`config.mk`:
```
export PLATFORM = sky130hd
export DESIGN_NAME = rv_fetch_top
export DESIGN_NICKNAME = d
export VERILOG_FILES = /design/src/rv_fetch_pkg.sv /design/src/rv_fetch_branch_pred.sv /design/src/rv_fetch_cfg.sv /design/src/rv_fetch_pc.sv /design/src/rv_fetch_top.sv /design/src/rv_min_idx.sv
export SDC_FILE = /design/constraint.sdc
export NUM_CORES = 2
export LEC_CHECK = 0
export ABC_AREA = 1
export BUFFER_PORTS_ARGS = -buffer_cell sky130_fd_sc_hd__buf_2
export CAP_MARGIN = 20
export CORE_MARGIN = 10
export CORE_UTILIZATION = 38
export DETAILED_ROUTE_END_ITERATION = 7
export PLACE_DENSITY_LB_ADDON = 0.25
export SYNTH_ARGS = -nofsm -noshare
export SYNTH_HDL_FRONTEND = slang
export SYNTH_SLANG_ARGS = --single-unit
```
`constraint.sdc`:
```
create_clock -name i_clk -period 32.4 [get_ports i_clk]
set_clock_uncertainty 0.2 [all_clocks]
set_input_delay 4.86 -clock i_clk [delete_from_list [all_inputs] [get_ports i_clk]]
set_output_delay 4.86 -clock i_clk [all_outputs]
set_load 0.005 [all_outputs]
```
`src/rv_fetch_pkg.sv`:
```
package rv_fetch_pkg;

    // Instruction address space
    localparam int IADDR_BITS = 32;

    // Branch target buffer geometry
    localparam int BTB_IDX_BITS = 4;
    localparam int BTB_ENTRIES = 16;

    // One age bit per entry, newest training sets the top bit
    localparam int AGE_BITS = BTB_ENTRIES;

    // First fetch address out of reset
    localparam logic [IADDR_BITS-1:0] RESET_PC = 32'h0000_1000;

    // Configuration port
    localparam int CFG_ADDR_BITS = 2;

    localparam logic [CFG_ADDR_BITS-1:0] CFG_CTRL = 2'd0;   // Bit 0 predictor enable
    localparam logic [CFG_ADDR_BITS-1:0] CFG_FLUSH = 2'd1;  // Write only, reads zero
    localparam logic [CFG_ADDR_BITS-1:0] CFG_HITS = 2'd2;   // Predicted fetch count

endpackage

```
`src/rv_fetch_branch_pred.sv`:
```
`timescale 1ns/10ps

module rv_fetch_branch_pred
    import rv_fetch_pkg::*;
(
    input   logic                   i_clk,
    input   logic                   i_reset_n,
    input   logic [IADDR_BITS-1:0]  i_pc_current,
    input   logic                   i_br_update,
    input   logic [IADDR_BITS-1:0]  i_br_pc,
    input   logic [IADDR_BITS-1:0]  i_br_target,
    input   logic                   i_flush,
    output  logic [IADDR_BITS-1:0]  o_pred_target,
    output  logic                   o_pred_hit
);

    logic [IADDR_BITS-1:0] btb_pc [BTB_ENTRIES];
    logic [IADDR_BITS-1:0] btb_tgt [BTB_ENTRIES];
    logic [AGE_BITS-1:0]   btb_age [BTB_ENTRIES];

    logic [AGE_BITS*BTB_ENTRIES-1:0]     age_packed;
    logic [BTB_IDX_BITS*BTB_ENTRIES-1:0] idx_packed;
    logic [BTB_IDX_BITS-1:0]             free_idx;

    logic [BTB_ENTRIES-1:0] hit_hot;    // Lookup match on current PC
    logic [BTB_ENTRIES-1:0] same_hot;   // Entry already holding i_br_pc
    logic [BTB_ENTRIES-1:0] upd_hot;    // Entry written this cycle
    logic [BTB_ENTRIES-1:0] tgt_diff;
    logic                   have_same;
    logic                   tgt_changed;

    genvar i;
    generate
        for (i = 0; i < BTB_ENTRIES; i++)
        begin : pack_gen
            assign age_packed[i*AGE_BITS +: AGE_BITS] = btb_age[i];
            assign idx_packed[i*BTB_IDX_BITS +: BTB_IDX_BITS] = BTB_IDX_BITS'(i);
        end
    endgenerate

    // Oldest entry with the lowest index winning a tie
    rv_min_idx
    #(
        .ELEMENT_WIDTH  (AGE_BITS),
        .INDEX_WIDTH    (BTB_IDX_BITS),
        .ELEMENT_COUNT  (BTB_ENTRIES)
    )
    u_min
    (
        .i_elements     (age_packed),
        .i_idx          (idx_packed),
        .o_min_val      (),
        .o_min_idx      (free_idx)
    );

    assign have_same = |same_hot;
    assign tgt_changed = |(upd_hot & tgt_diff);

    generate
        for (i = 0; i < BTB_ENTRIES; i++)
        begin : entry_gen
            logic                  valid;
            logic [AGE_BITS-2:0]   age_prev;

            assign valid = |btb_age[i];
            assign hit_hot[i] = valid && (btb_pc[i] == i_pc_current);
            assign same_hot[i] = valid && (btb_pc[i] == i_br_pc);
            assign tgt_diff[i] = (btb_tgt[i] != i_br_target);

            assign upd_hot[i] = i_br_update &&
                                (have_same ? same_hot[i] : (free_idx == BTB_IDX_BITS'(i)));

            // History only carries over for the same branch
            assign age_prev = (btb_pc[i] == i_br_pc) ? btb_age[i][AGE_BITS-1:1] : '0;

            always_ff @(posedge i_clk)
            begin
                if (!i_reset_n)
                begin
                    btb_age[i] <= '0;
                end
                else if (i_flush)
                begin
                    btb_age[i] <= '0;
                end
                else if (upd_hot[i])
                begin
                    btb_age[i] <= {1'b1, age_prev};
                end
                else if (tgt_changed)
                begin
                    btb_age[i] <= btb_age[i] >> 1;  // Others grow older
                end
            end

            // A flush drops the whole update
            always_ff @(posedge i_clk)
            begin
                if (upd_hot[i] && !i_flush)
                begin
                    btb_pc[i] <= i_br_pc;
                    btb_tgt[i] <= i_br_target;
                end
            end
        end
    endgenerate

    // At most one valid entry matches a PC
    always_comb
    begin
        o_pred_target = '0;
        for (int k = 0; k < BTB_ENTRIES; k++)
        begin
            o_pred_target = o_pred_target | (btb_tgt[k] & {IADDR_BITS{hit_hot[k]}});
        end
    end

    assign o_pred_hit = |hit_hot;

endmodule

```
`src/rv_fetch_cfg.sv`:
```
`timescale 1ns/10ps

module rv_fetch_cfg
    import rv_fetch_pkg::*;
(
    input   logic                       i_clk,
    input   logic                       i_reset_n,
    input   logic                       i_cfg_we,
    input   logic [CFG_ADDR_BITS-1:0]   i_cfg_addr,
    input   logic [31:0]                i_cfg_wdata,
    input   logic                       i_pc_predicted,
    output  logic [31:0]                o_cfg_rdata,
    output  logic                       o_pred_en,
    output  logic                       o_flush
);

    logic [31:0] hit_count;

    always_ff @(posedge i_clk)
    begin
        if (!i_reset_n)
        begin
            o_pred_en <= 1'b0;
            o_flush <= 1'b0;
            hit_count <= '0;
        end
        else
        begin
            o_flush <= i_cfg_we && (i_cfg_addr == CFG_FLUSH);  // Single cycle pulse

            if (i_cfg_we && (i_cfg_addr == CFG_CTRL))
            begin
                o_pred_en <= i_cfg_wdata[0];
            end

            if (i_cfg_we && (i_cfg_addr == CFG_HITS))
            begin
                hit_count <= '0;        // Any write clears
            end
            else if (i_pc_predicted)
            begin
                hit_count <= hit_count + 32'd1;
            end
        end
    end

    always_comb
    begin
        case (i_cfg_addr)
            CFG_CTRL:   o_cfg_rdata = {31'd0, o_pred_en};
            CFG_HITS:   o_cfg_rdata = hit_count;
            default:    o_cfg_rdata = '0;
        endcase
    end

endmodule

```
`src/rv_fetch_pc.sv`:
```
`timescale 1ns/10ps

module rv_fetch_pc
    import rv_fetch_pkg::*;
(
    input   logic                   i_clk,
    input   logic                   i_reset_n,
    input   logic                   i_stall,
    input   logic                   i_redirect,
    input   logic [IADDR_BITS-1:0]  i_redirect_pc,
    input   logic                   i_pred_en,
    input   logic                   i_pred_hit,
    input   logic [IADDR_BITS-1:0]  i_pred_target,
    output  logic [IADDR_BITS-1:0]  o_pc,
    output  logic                   o_pc_predicted
);

    logic [IADDR_BITS-1:0] pc_next;
    logic                  take_pred;

    // Redirect wins over stall, stall blocks prediction
    assign take_pred = !i_redirect && !i_stall && i_pred_en && i_pred_hit;
    assign o_pc_predicted = take_pred;

    always_comb
    begin
        if (i_redirect)
        begin
            pc_next = i_redirect_pc;
        end
        else if (i_stall)
        begin
            pc_next = o_pc;
        end
        else if (take_pred)
        begin
            pc_next = i_pred_target;
        end
        else
        begin
            pc_next = o_pc + IADDR_BITS'(4);   // Sequential
        end
    end

    always_ff @(posedge i_clk)
    begin
        if (!i_reset_n)
        begin
            o_pc <= RESET_PC;
        end
        else
        begin
            o_pc <= pc_next;
        end
    end

endmodule

```
`src/rv_fetch_top.sv`:
```
`timescale 1ns/10ps

module rv_fetch_top
    import rv_fetch_pkg::*;
(
    input   logic                       i_clk,
    input   logic                       i_reset_n,
    input   logic                       i_stall,
    input   logic                       i_redirect,
    input   logic [IADDR_BITS-1:0]      i_redirect_pc,
    input   logic                       i_br_update,
    input   logic [IADDR_BITS-1:0]      i_br_pc,
    input   logic [IADDR_BITS-1:0]      i_br_target,
    input   logic                       i_cfg_we,
    input   logic [CFG_ADDR_BITS-1:0]   i_cfg_addr,
    input   logic [31:0]                i_cfg_wdata,
    output  logic [IADDR_BITS-1:0]      o_pc,
    output  logic                       o_pc_predicted,
    output  logic [31:0]                o_cfg_rdata
);

    logic                  cfg_flush;
    logic                  cfg_pred_en;
    logic                  pred_hit;
    logic [IADDR_BITS-1:0] pred_target;

    rv_fetch_cfg u_cfg
    (
        .i_clk          (i_clk),
        .i_reset_n      (i_reset_n),
        .i_cfg_we       (i_cfg_we),
        .i_cfg_addr     (i_cfg_addr),
        .i_cfg_wdata    (i_cfg_wdata),
        .i_pc_predicted (o_pc_predicted),
        .o_cfg_rdata    (o_cfg_rdata),
        .o_pred_en      (cfg_pred_en),
        .o_flush        (cfg_flush)
    );

    // Lookup runs on the PC being fetched now
    rv_fetch_branch_pred u_btb
    (
        .i_clk          (i_clk),
        .i_reset_n      (i_reset_n),
        .i_pc_current   (o_pc),
        .i_br_update    (i_br_update),
        .i_br_pc        (i_br_pc),
        .i_br_target    (i_br_target),
        .i_flush        (cfg_flush),
        .o_pred_target  (pred_target),
        .o_pred_hit     (pred_hit)
    );

    rv_fetch_pc u_pc
    (
        .i_clk          (i_clk),
        .i_reset_n      (i_reset_n),
        .i_stall        (i_stall),
        .i_redirect     (i_redirect),
        .i_redirect_pc  (i_redirect_pc),
        .i_pred_en      (cfg_pred_en),
        .i_pred_hit     (pred_hit),
        .i_pred_target  (pred_target),
        .o_pc           (o_pc),
        .o_pc_predicted (o_pc_predicted)
    );

endmodule

```
`src/rv_min_idx.sv`:
```
`timescale 1ns/10ps

module rv_min_idx
#(
    parameter int ELEMENT_WIDTH = 16,
    parameter int INDEX_WIDTH = 4,
    parameter int ELEMENT_COUNT = 16
)
(
    input   logic [ELEMENT_WIDTH*ELEMENT_COUNT-1:0] i_elements,
    input   logic [INDEX_WIDTH*ELEMENT_COUNT-1:0]   i_idx,
    output  logic [ELEMENT_WIDTH-1:0]               o_min_val,
    output  logic [INDEX_WIDTH-1:0]                 o_min_idx
);

    // Heap ordered tree, node k has children 2k+1 and 2k+2
    localparam int NODE_COUNT = 2 * ELEMENT_COUNT - 1;

    logic [ELEMENT_WIDTH-1:0] node_val [NODE_COUNT];
    logic [INDEX_WIDTH-1:0]   node_idx [NODE_COUNT];

    genvar j;
    generate
        for (j = 0; j < ELEMENT_COUNT; j++)
        begin : leaf_gen
            assign node_val[ELEMENT_COUNT-1+j] = i_elements[j*ELEMENT_WIDTH +: ELEMENT_WIDTH];
            assign node_idx[ELEMENT_COUNT-1+j] = i_idx[j*INDEX_WIDTH +: INDEX_WIDTH];
        end

        for (j = 0; j < ELEMENT_COUNT - 1; j++)
        begin : node_gen
            logic take_left;

            // Equal values resolve to the lower carried index
            assign take_left = (node_val[2*j+1] < node_val[2*j+2]) ||
                               ((node_val[2*j+1] == node_val[2*j+2]) &&
                                (node_idx[2*j+1] <= node_idx[2*j+2]));

            assign node_val[j] = take_left ? node_val[2*j+1] : node_val[2*j+2];
            assign node_idx[j] = take_left ? node_idx[2*j+1] : node_idx[2*j+2];
        end
    endgenerate

    assign o_min_val = node_val[0];
    assign o_min_idx = node_idx[0];

endmodule

```
**Word-level counts from Yosys, hierarchy flattened**

Memories as Yosys holds them, arrays and structs flattened.
Index checks and enable logic that the tools add are counted.

- Input port bits: 136
- Memory bits (read-only): 0
- Latch bits: 0
- Flip-flop bits (word level): 66
- Output and inout bits: 65
- Bits in writable memories: 1280
- Memories kept: 3

- Muxes and demuxes: 278
- Add/subtract/negate cells: 2
- Divide/modulo/power cells: 0
- $lt $le $gt $ge: 22
- Equal/unequal tests: 81
- Multipliers: 0
- Reductions and logical operators: 117
- Shift-type cells: 0
- Bitwise gates (word level): 81

Memory list:

| name | words | width | read ports | clocked after memory_dff | wr ports | RTL line | source |
|---|---|---|---|---|---|---|---|
| u_btb.btb_pc | 16 | 32 | 16 | 0 | 16 | rv_fetch_branch_pred.sv:17 | `logic [IADDR_BITS-1:0] btb_pc [BTB_ENTRIES];` |
| u_btb.btb_tgt | 16 | 32 | 16 | 0 | 16 | rv_fetch_branch_pred.sv:18 | `logic [IADDR_BITS-1:0] btb_tgt [BTB_ENTRIES];` |
| u_btb.btb_age | 16 | 16 | 16 | 0 | 16 | rv_fetch_branch_pred.sv:19 | `logic [AGE_BITS-1:0] btb_age [BTB_ENTRIES];` |

Operators with widths:

| operator | number |
|---|---|
| 32-bit == test | 32 |
| 16-bit two-way mux | 62 |
| 32-bit bitwise AND | 16 |
| 32-bit != test | 16 |
| 32-bit bitwise OR | 15 |
| 16-bit OR reduction | 19 |
| 16-bit == test | 15 |
| 16-bit less-than comparator | 15 |
| 15-bit two-way mux | 16 |
| 1-bit two-way mux | 189 |
| 32-bit two-way mux | 3 |
| 1-bit logical AND | 77 |
| 32-bit case mux with 2 select lines | 1 |
| 1-bit bitwise OR | 48 |
| 32-bit by 1-bit adder with 32-bit output, second input constant | 1 |
| 32-bit by 3-bit adder with 32-bit output, second input constant | 1 |
| 4-bit == test, second input constant | 8 |
| 4-bit <= comparator | 7 |
| 4-bit two-way mux | 7 |
| 16-bit bitwise AND | 1 |
| 4-bit by 3-bit == test with 1-bit output, second input constant | 4 |
| 1-bit logical OR | 15 |
| 4-bit by 2-bit == test with 1-bit output, second input constant | 2 |
| 4-bit by 1-bit == test with 1-bit output, second input constant | 1 |
| other kinds (8) | 10 |

**Depth between registers and ports, before layout**

An unclocked memory read counts as a cell.

- Word-level depth: 27
- Gate-level depth with buffers: 71
- Mapped depth without buffers: 66

**By module**

A second synthesis with hierarchy kept.

- Cells, all modules: 9481
- Area total of the unflattened synthesis: 85843.6 µm²

By module, submodules not included:

| module | area each (µm²) | times used | cells each |
|---|---|---|---|
| rv_fetch_branch_pred | 68245.5 | 1 | 6368 |
| rv_min_idx | 12872.3 | 1 | 2308 |
| rv_fetch_pc | 2625.0 | 1 | 474 |
| rv_fetch_cfg | 2100.8 | 1 | 331 |

**Worst setup path before layout**

Ideal clock, no wire load.

- Path kind: input -> output
- From: input i_redirect
- To: output o_pc_predicted
- Setup slack: 21429 ps
- Stages on the path: 7
- Required time: 27340 ps
- Arrival time: 5911 ps
- Path buffers: 2
- Path through: clkbuf_1 -> nor2_1 -> nand2_1 -> clkinv_1 -> nand2_1 -> inv_2 -> buf_2

- Word-level cells in the longest chain between the ends: 4

Ends and longest elaborated chain:

| element | RTL line | source |
|---|---|---|
| start, declared | rv_fetch_top.sv:9 | `input logic i_redirect,` |
| 1-bit zero test | rv_fetch_pc.sv:22 | `assign take_pred = !i_redirect && !i_stall && i_pred_en && i_pred_hit;` |
| 1-bit logical AND (3 in series) | rv_fetch_pc.sv:22 |  |
| end, declared | rv_fetch_top.sv:18 | `output logic o_pc_predicted,` |

No other way between the ends.

==> results.py <==
metrics = {
    "logic_synthesis": {
        "netlist_area_mm2": 0.08297,
        "syn-instance-count": 9224,
        "synthArstFlopShare": 0,
        "synthFlopType": "edfxtp_1",
        "syn_nets": 9602,
        "yosysTopAreaCell": "edfxtp_1",
        "synth_edf_count": 1280,
        "synthDistinctLibCells": 57,
        "yosysWarningCount": 0,
        "synthTopCellsByCount": "nand2_1, edfxtp_1, xnor2_1, inv_1, nand4_1",
        "ys_seq_area_frac": 0.4792,
        "syn_area_per_cell_um2": 8.995,
        "yosysMostFrequentCell": "nand2_1",
        "yosys-top-cells-area": "edfxtp_1, xnor2_1, nand2_1",
        "synth_top_area_share": 0.4632,
        "ys_ff_latch": 1346,
    },
    "global_route": {
        "gr-usage-all-layers": 0.2745,
        "grt_pass1_wl_mm": 476.4,
        "antenna_found_initial": 23,
        "grt_overflow": 0,
        "grt_max_degree": 134,
        "grt_pass1_vias": 65650,
    },
    "floorplanning": {
        "die_height_um": 487.3,
        "core_area_mm2": 0.2172,
        "ios": 201,
        "die_width_um": 487.3,
        "start_util": 0.3821,
        "die_area_mm2": 0.2374,
        "std_cell_rows": 171,
    },
    "worst_setup_path": {
        "r2r_cells": 50,
        "worstSetupPathType": "flip-flop to flip-flop",
        "worstPathMaxFanout": 34,
        "crit_arrival_ps": 12040,
        "worstPathRequired_ps": 32630,
        "slowest_stage": "inv_1",
        "end_kind": "flip-flop",
        "start_kind": "flip-flop",
        "crit_path_max_incr_delay_ps": 690,
        "path_common_cell": "nand2_1",
    },
    "status": {
        "failed_checks": "DRC",
        "status": "finished, violations left",
    },
    "layout": {
        "syn_to_final_growth_pct": 10.96,
        "drive_gt1_frac": 0.07900,
        "layout.nets": 9693,
        "fin_util": 0.4240,
        "fin_cells": 12310,
        "final_area_mm2": 0.09207,
    },
    "timing": {
        "setup_viol": 0,
        "maxSlewViolCount": 0,
        "rsz0062_at_grt": "false",
        "min_period_over_period": 0.3645,
        "fmax_ghz": 0.08467,
        "hold_viol": 0,
        "tightest_slew_ps": 1232,
        "min_period_ps": 11810,
        "tns_ps": 0,
        "slew_headroom": 0.1708,
    },
    "cts": {
        "cts.clk_slew.worst_paths_ps": 60,
        "clk_path_buf_depth": 3,
        "postCtsSetupRepairBufs": 0,
        "clock_latency_ps": 850,
        "root_buffer": "clkbuf_16",
        "cts_resized": 0,
        "holdBufCountCts": 0,
        "numCtsBuffers": 160,
        "cts_tree": "built",
        "cts_sinks": 1346,
        "htree_levels": 4,
    },
    "job": {
        "max-cap-violations": 0,
    },
    "place": {
        "placed_cells": 11990,
        "portBuffers": 169,
        "finalWeightedCongestion": 1.004,
        "placed_area_mm2": 0.08670,
        "hpwl_mm": 237.3,
    },
    "hold_path": {
        "holdCritPathClass": "flip-flop to flip-flop",
        "hold_depth": 2,
    },
    "detailed_routing": {
        "drt_iter0_drc": 9010,
        "drtPass1Iterations": 8,
        "final_antenna_net_count": 0,
        "vias": 70080,
        "wire_per_inst_um": 27.65,
        "drc": 1,
        "vias_per_cell": 5.694,
        "routed_wl_mm": 340.3,
    },
}
==> placed cells by master, fill, tap and decap left out, types with 170 or more instances in the layout <==
cell and count:
a21oi_1 170, edfxtp_1 1280, ha_1 242, inv_1 1061, nand2_1 2086, nand3_1 475, nand4_1 584, nor2_1 516
o21ai_0 305, o22ai_1 226, xnor2_1 1155
==> metrics by stage <==
step	hold WS (ps)	setup slack [ps]
after global routing	300.0	19500
after detailed placement	259.7	20280
final	266.9	20590
after global placement	253.5	20440
after CTS	269.1	20230
after floorplan	244.1	21430
==> worst max-delay path: cells and delay by family, from the launching register on <==
kind            cells  cell delay (ps)
simple gates       29             4680
flops               1              460
compound gates      7             1900
fa+ha+maj           4             1520
buf+inv            10             2600
==> registers in the layout, indices dropped and copies added, names as in the netlist <==
register,count
u_btb.btb_age,256
u_btb.btb_pc,512
u_btb.btb_tgt,512
u_cfg.hit_count,32
u_cfg.o_flush,1
u_cfg.o_pred_en,1
u_pc.o_pc,32
==> worst paths after layout <==
check | startpoint | to | slack [ps]
setup / recovery | u_btb.btb_age[1][79] | u_btb.btb_age[1][111] | 20590
hold / removal | u_cfg.hit_count[31] | u_cfg.hit_count[31] | 270
setup reg to reg | u_btb.btb_age[1][79] | u_btb.btb_age[1][111] | 20590
hold reg to reg | u_cfg.hit_count[31] | u_cfg.hit_count[31] | 270
==> cells by family (layout without fill, tap and decap cells) <==
family / count (synthesis) / count (layout) / share of synthesized area
buffers and inverters: 1499 / 1718 / 0.07526
AND/OR/NAND/NOR: 4060 / 4060 / 0.2200
adder cells (fa/ha/maj): 242 / 242 / 0.03649
flip-flops: 1346 / 1346 / 0.4792
AO/OA/AOI/OAI: 858 / 858 / 0.06044
XOR/XNOR: 1219 / 1219 / 0.1287
other: 0 / 11 / 0
==> layer usage <==
metal / routed length (µm) / GRT usage / vias to the layer above
li1: - / - / 31500
met1: 130900 / 0.3439 / 33800
met2: 152100 / 0.4314 / 3799
met3: 32930 / 0.06266 / 954
met4: 24130 / 0.1646 / 24
met5: 182 / 0 / -
==> layout make-up <==
type	count	area [µm²]
Inverter	1083	4065
Timing Repair Buffer	345	2238
Fill cell	21120	125100
Clock inverter	92	942.2
Multi-Input combinational cell	6379	37190
Antenna cell	11	27.53
Tap cell	2854	3571
Clock buffer	198	4240
Sequential cell	1346	39790
Power is not shown: default switching activity piles up to over one toggle a cycle in this logic, so the estimate is an artifact.
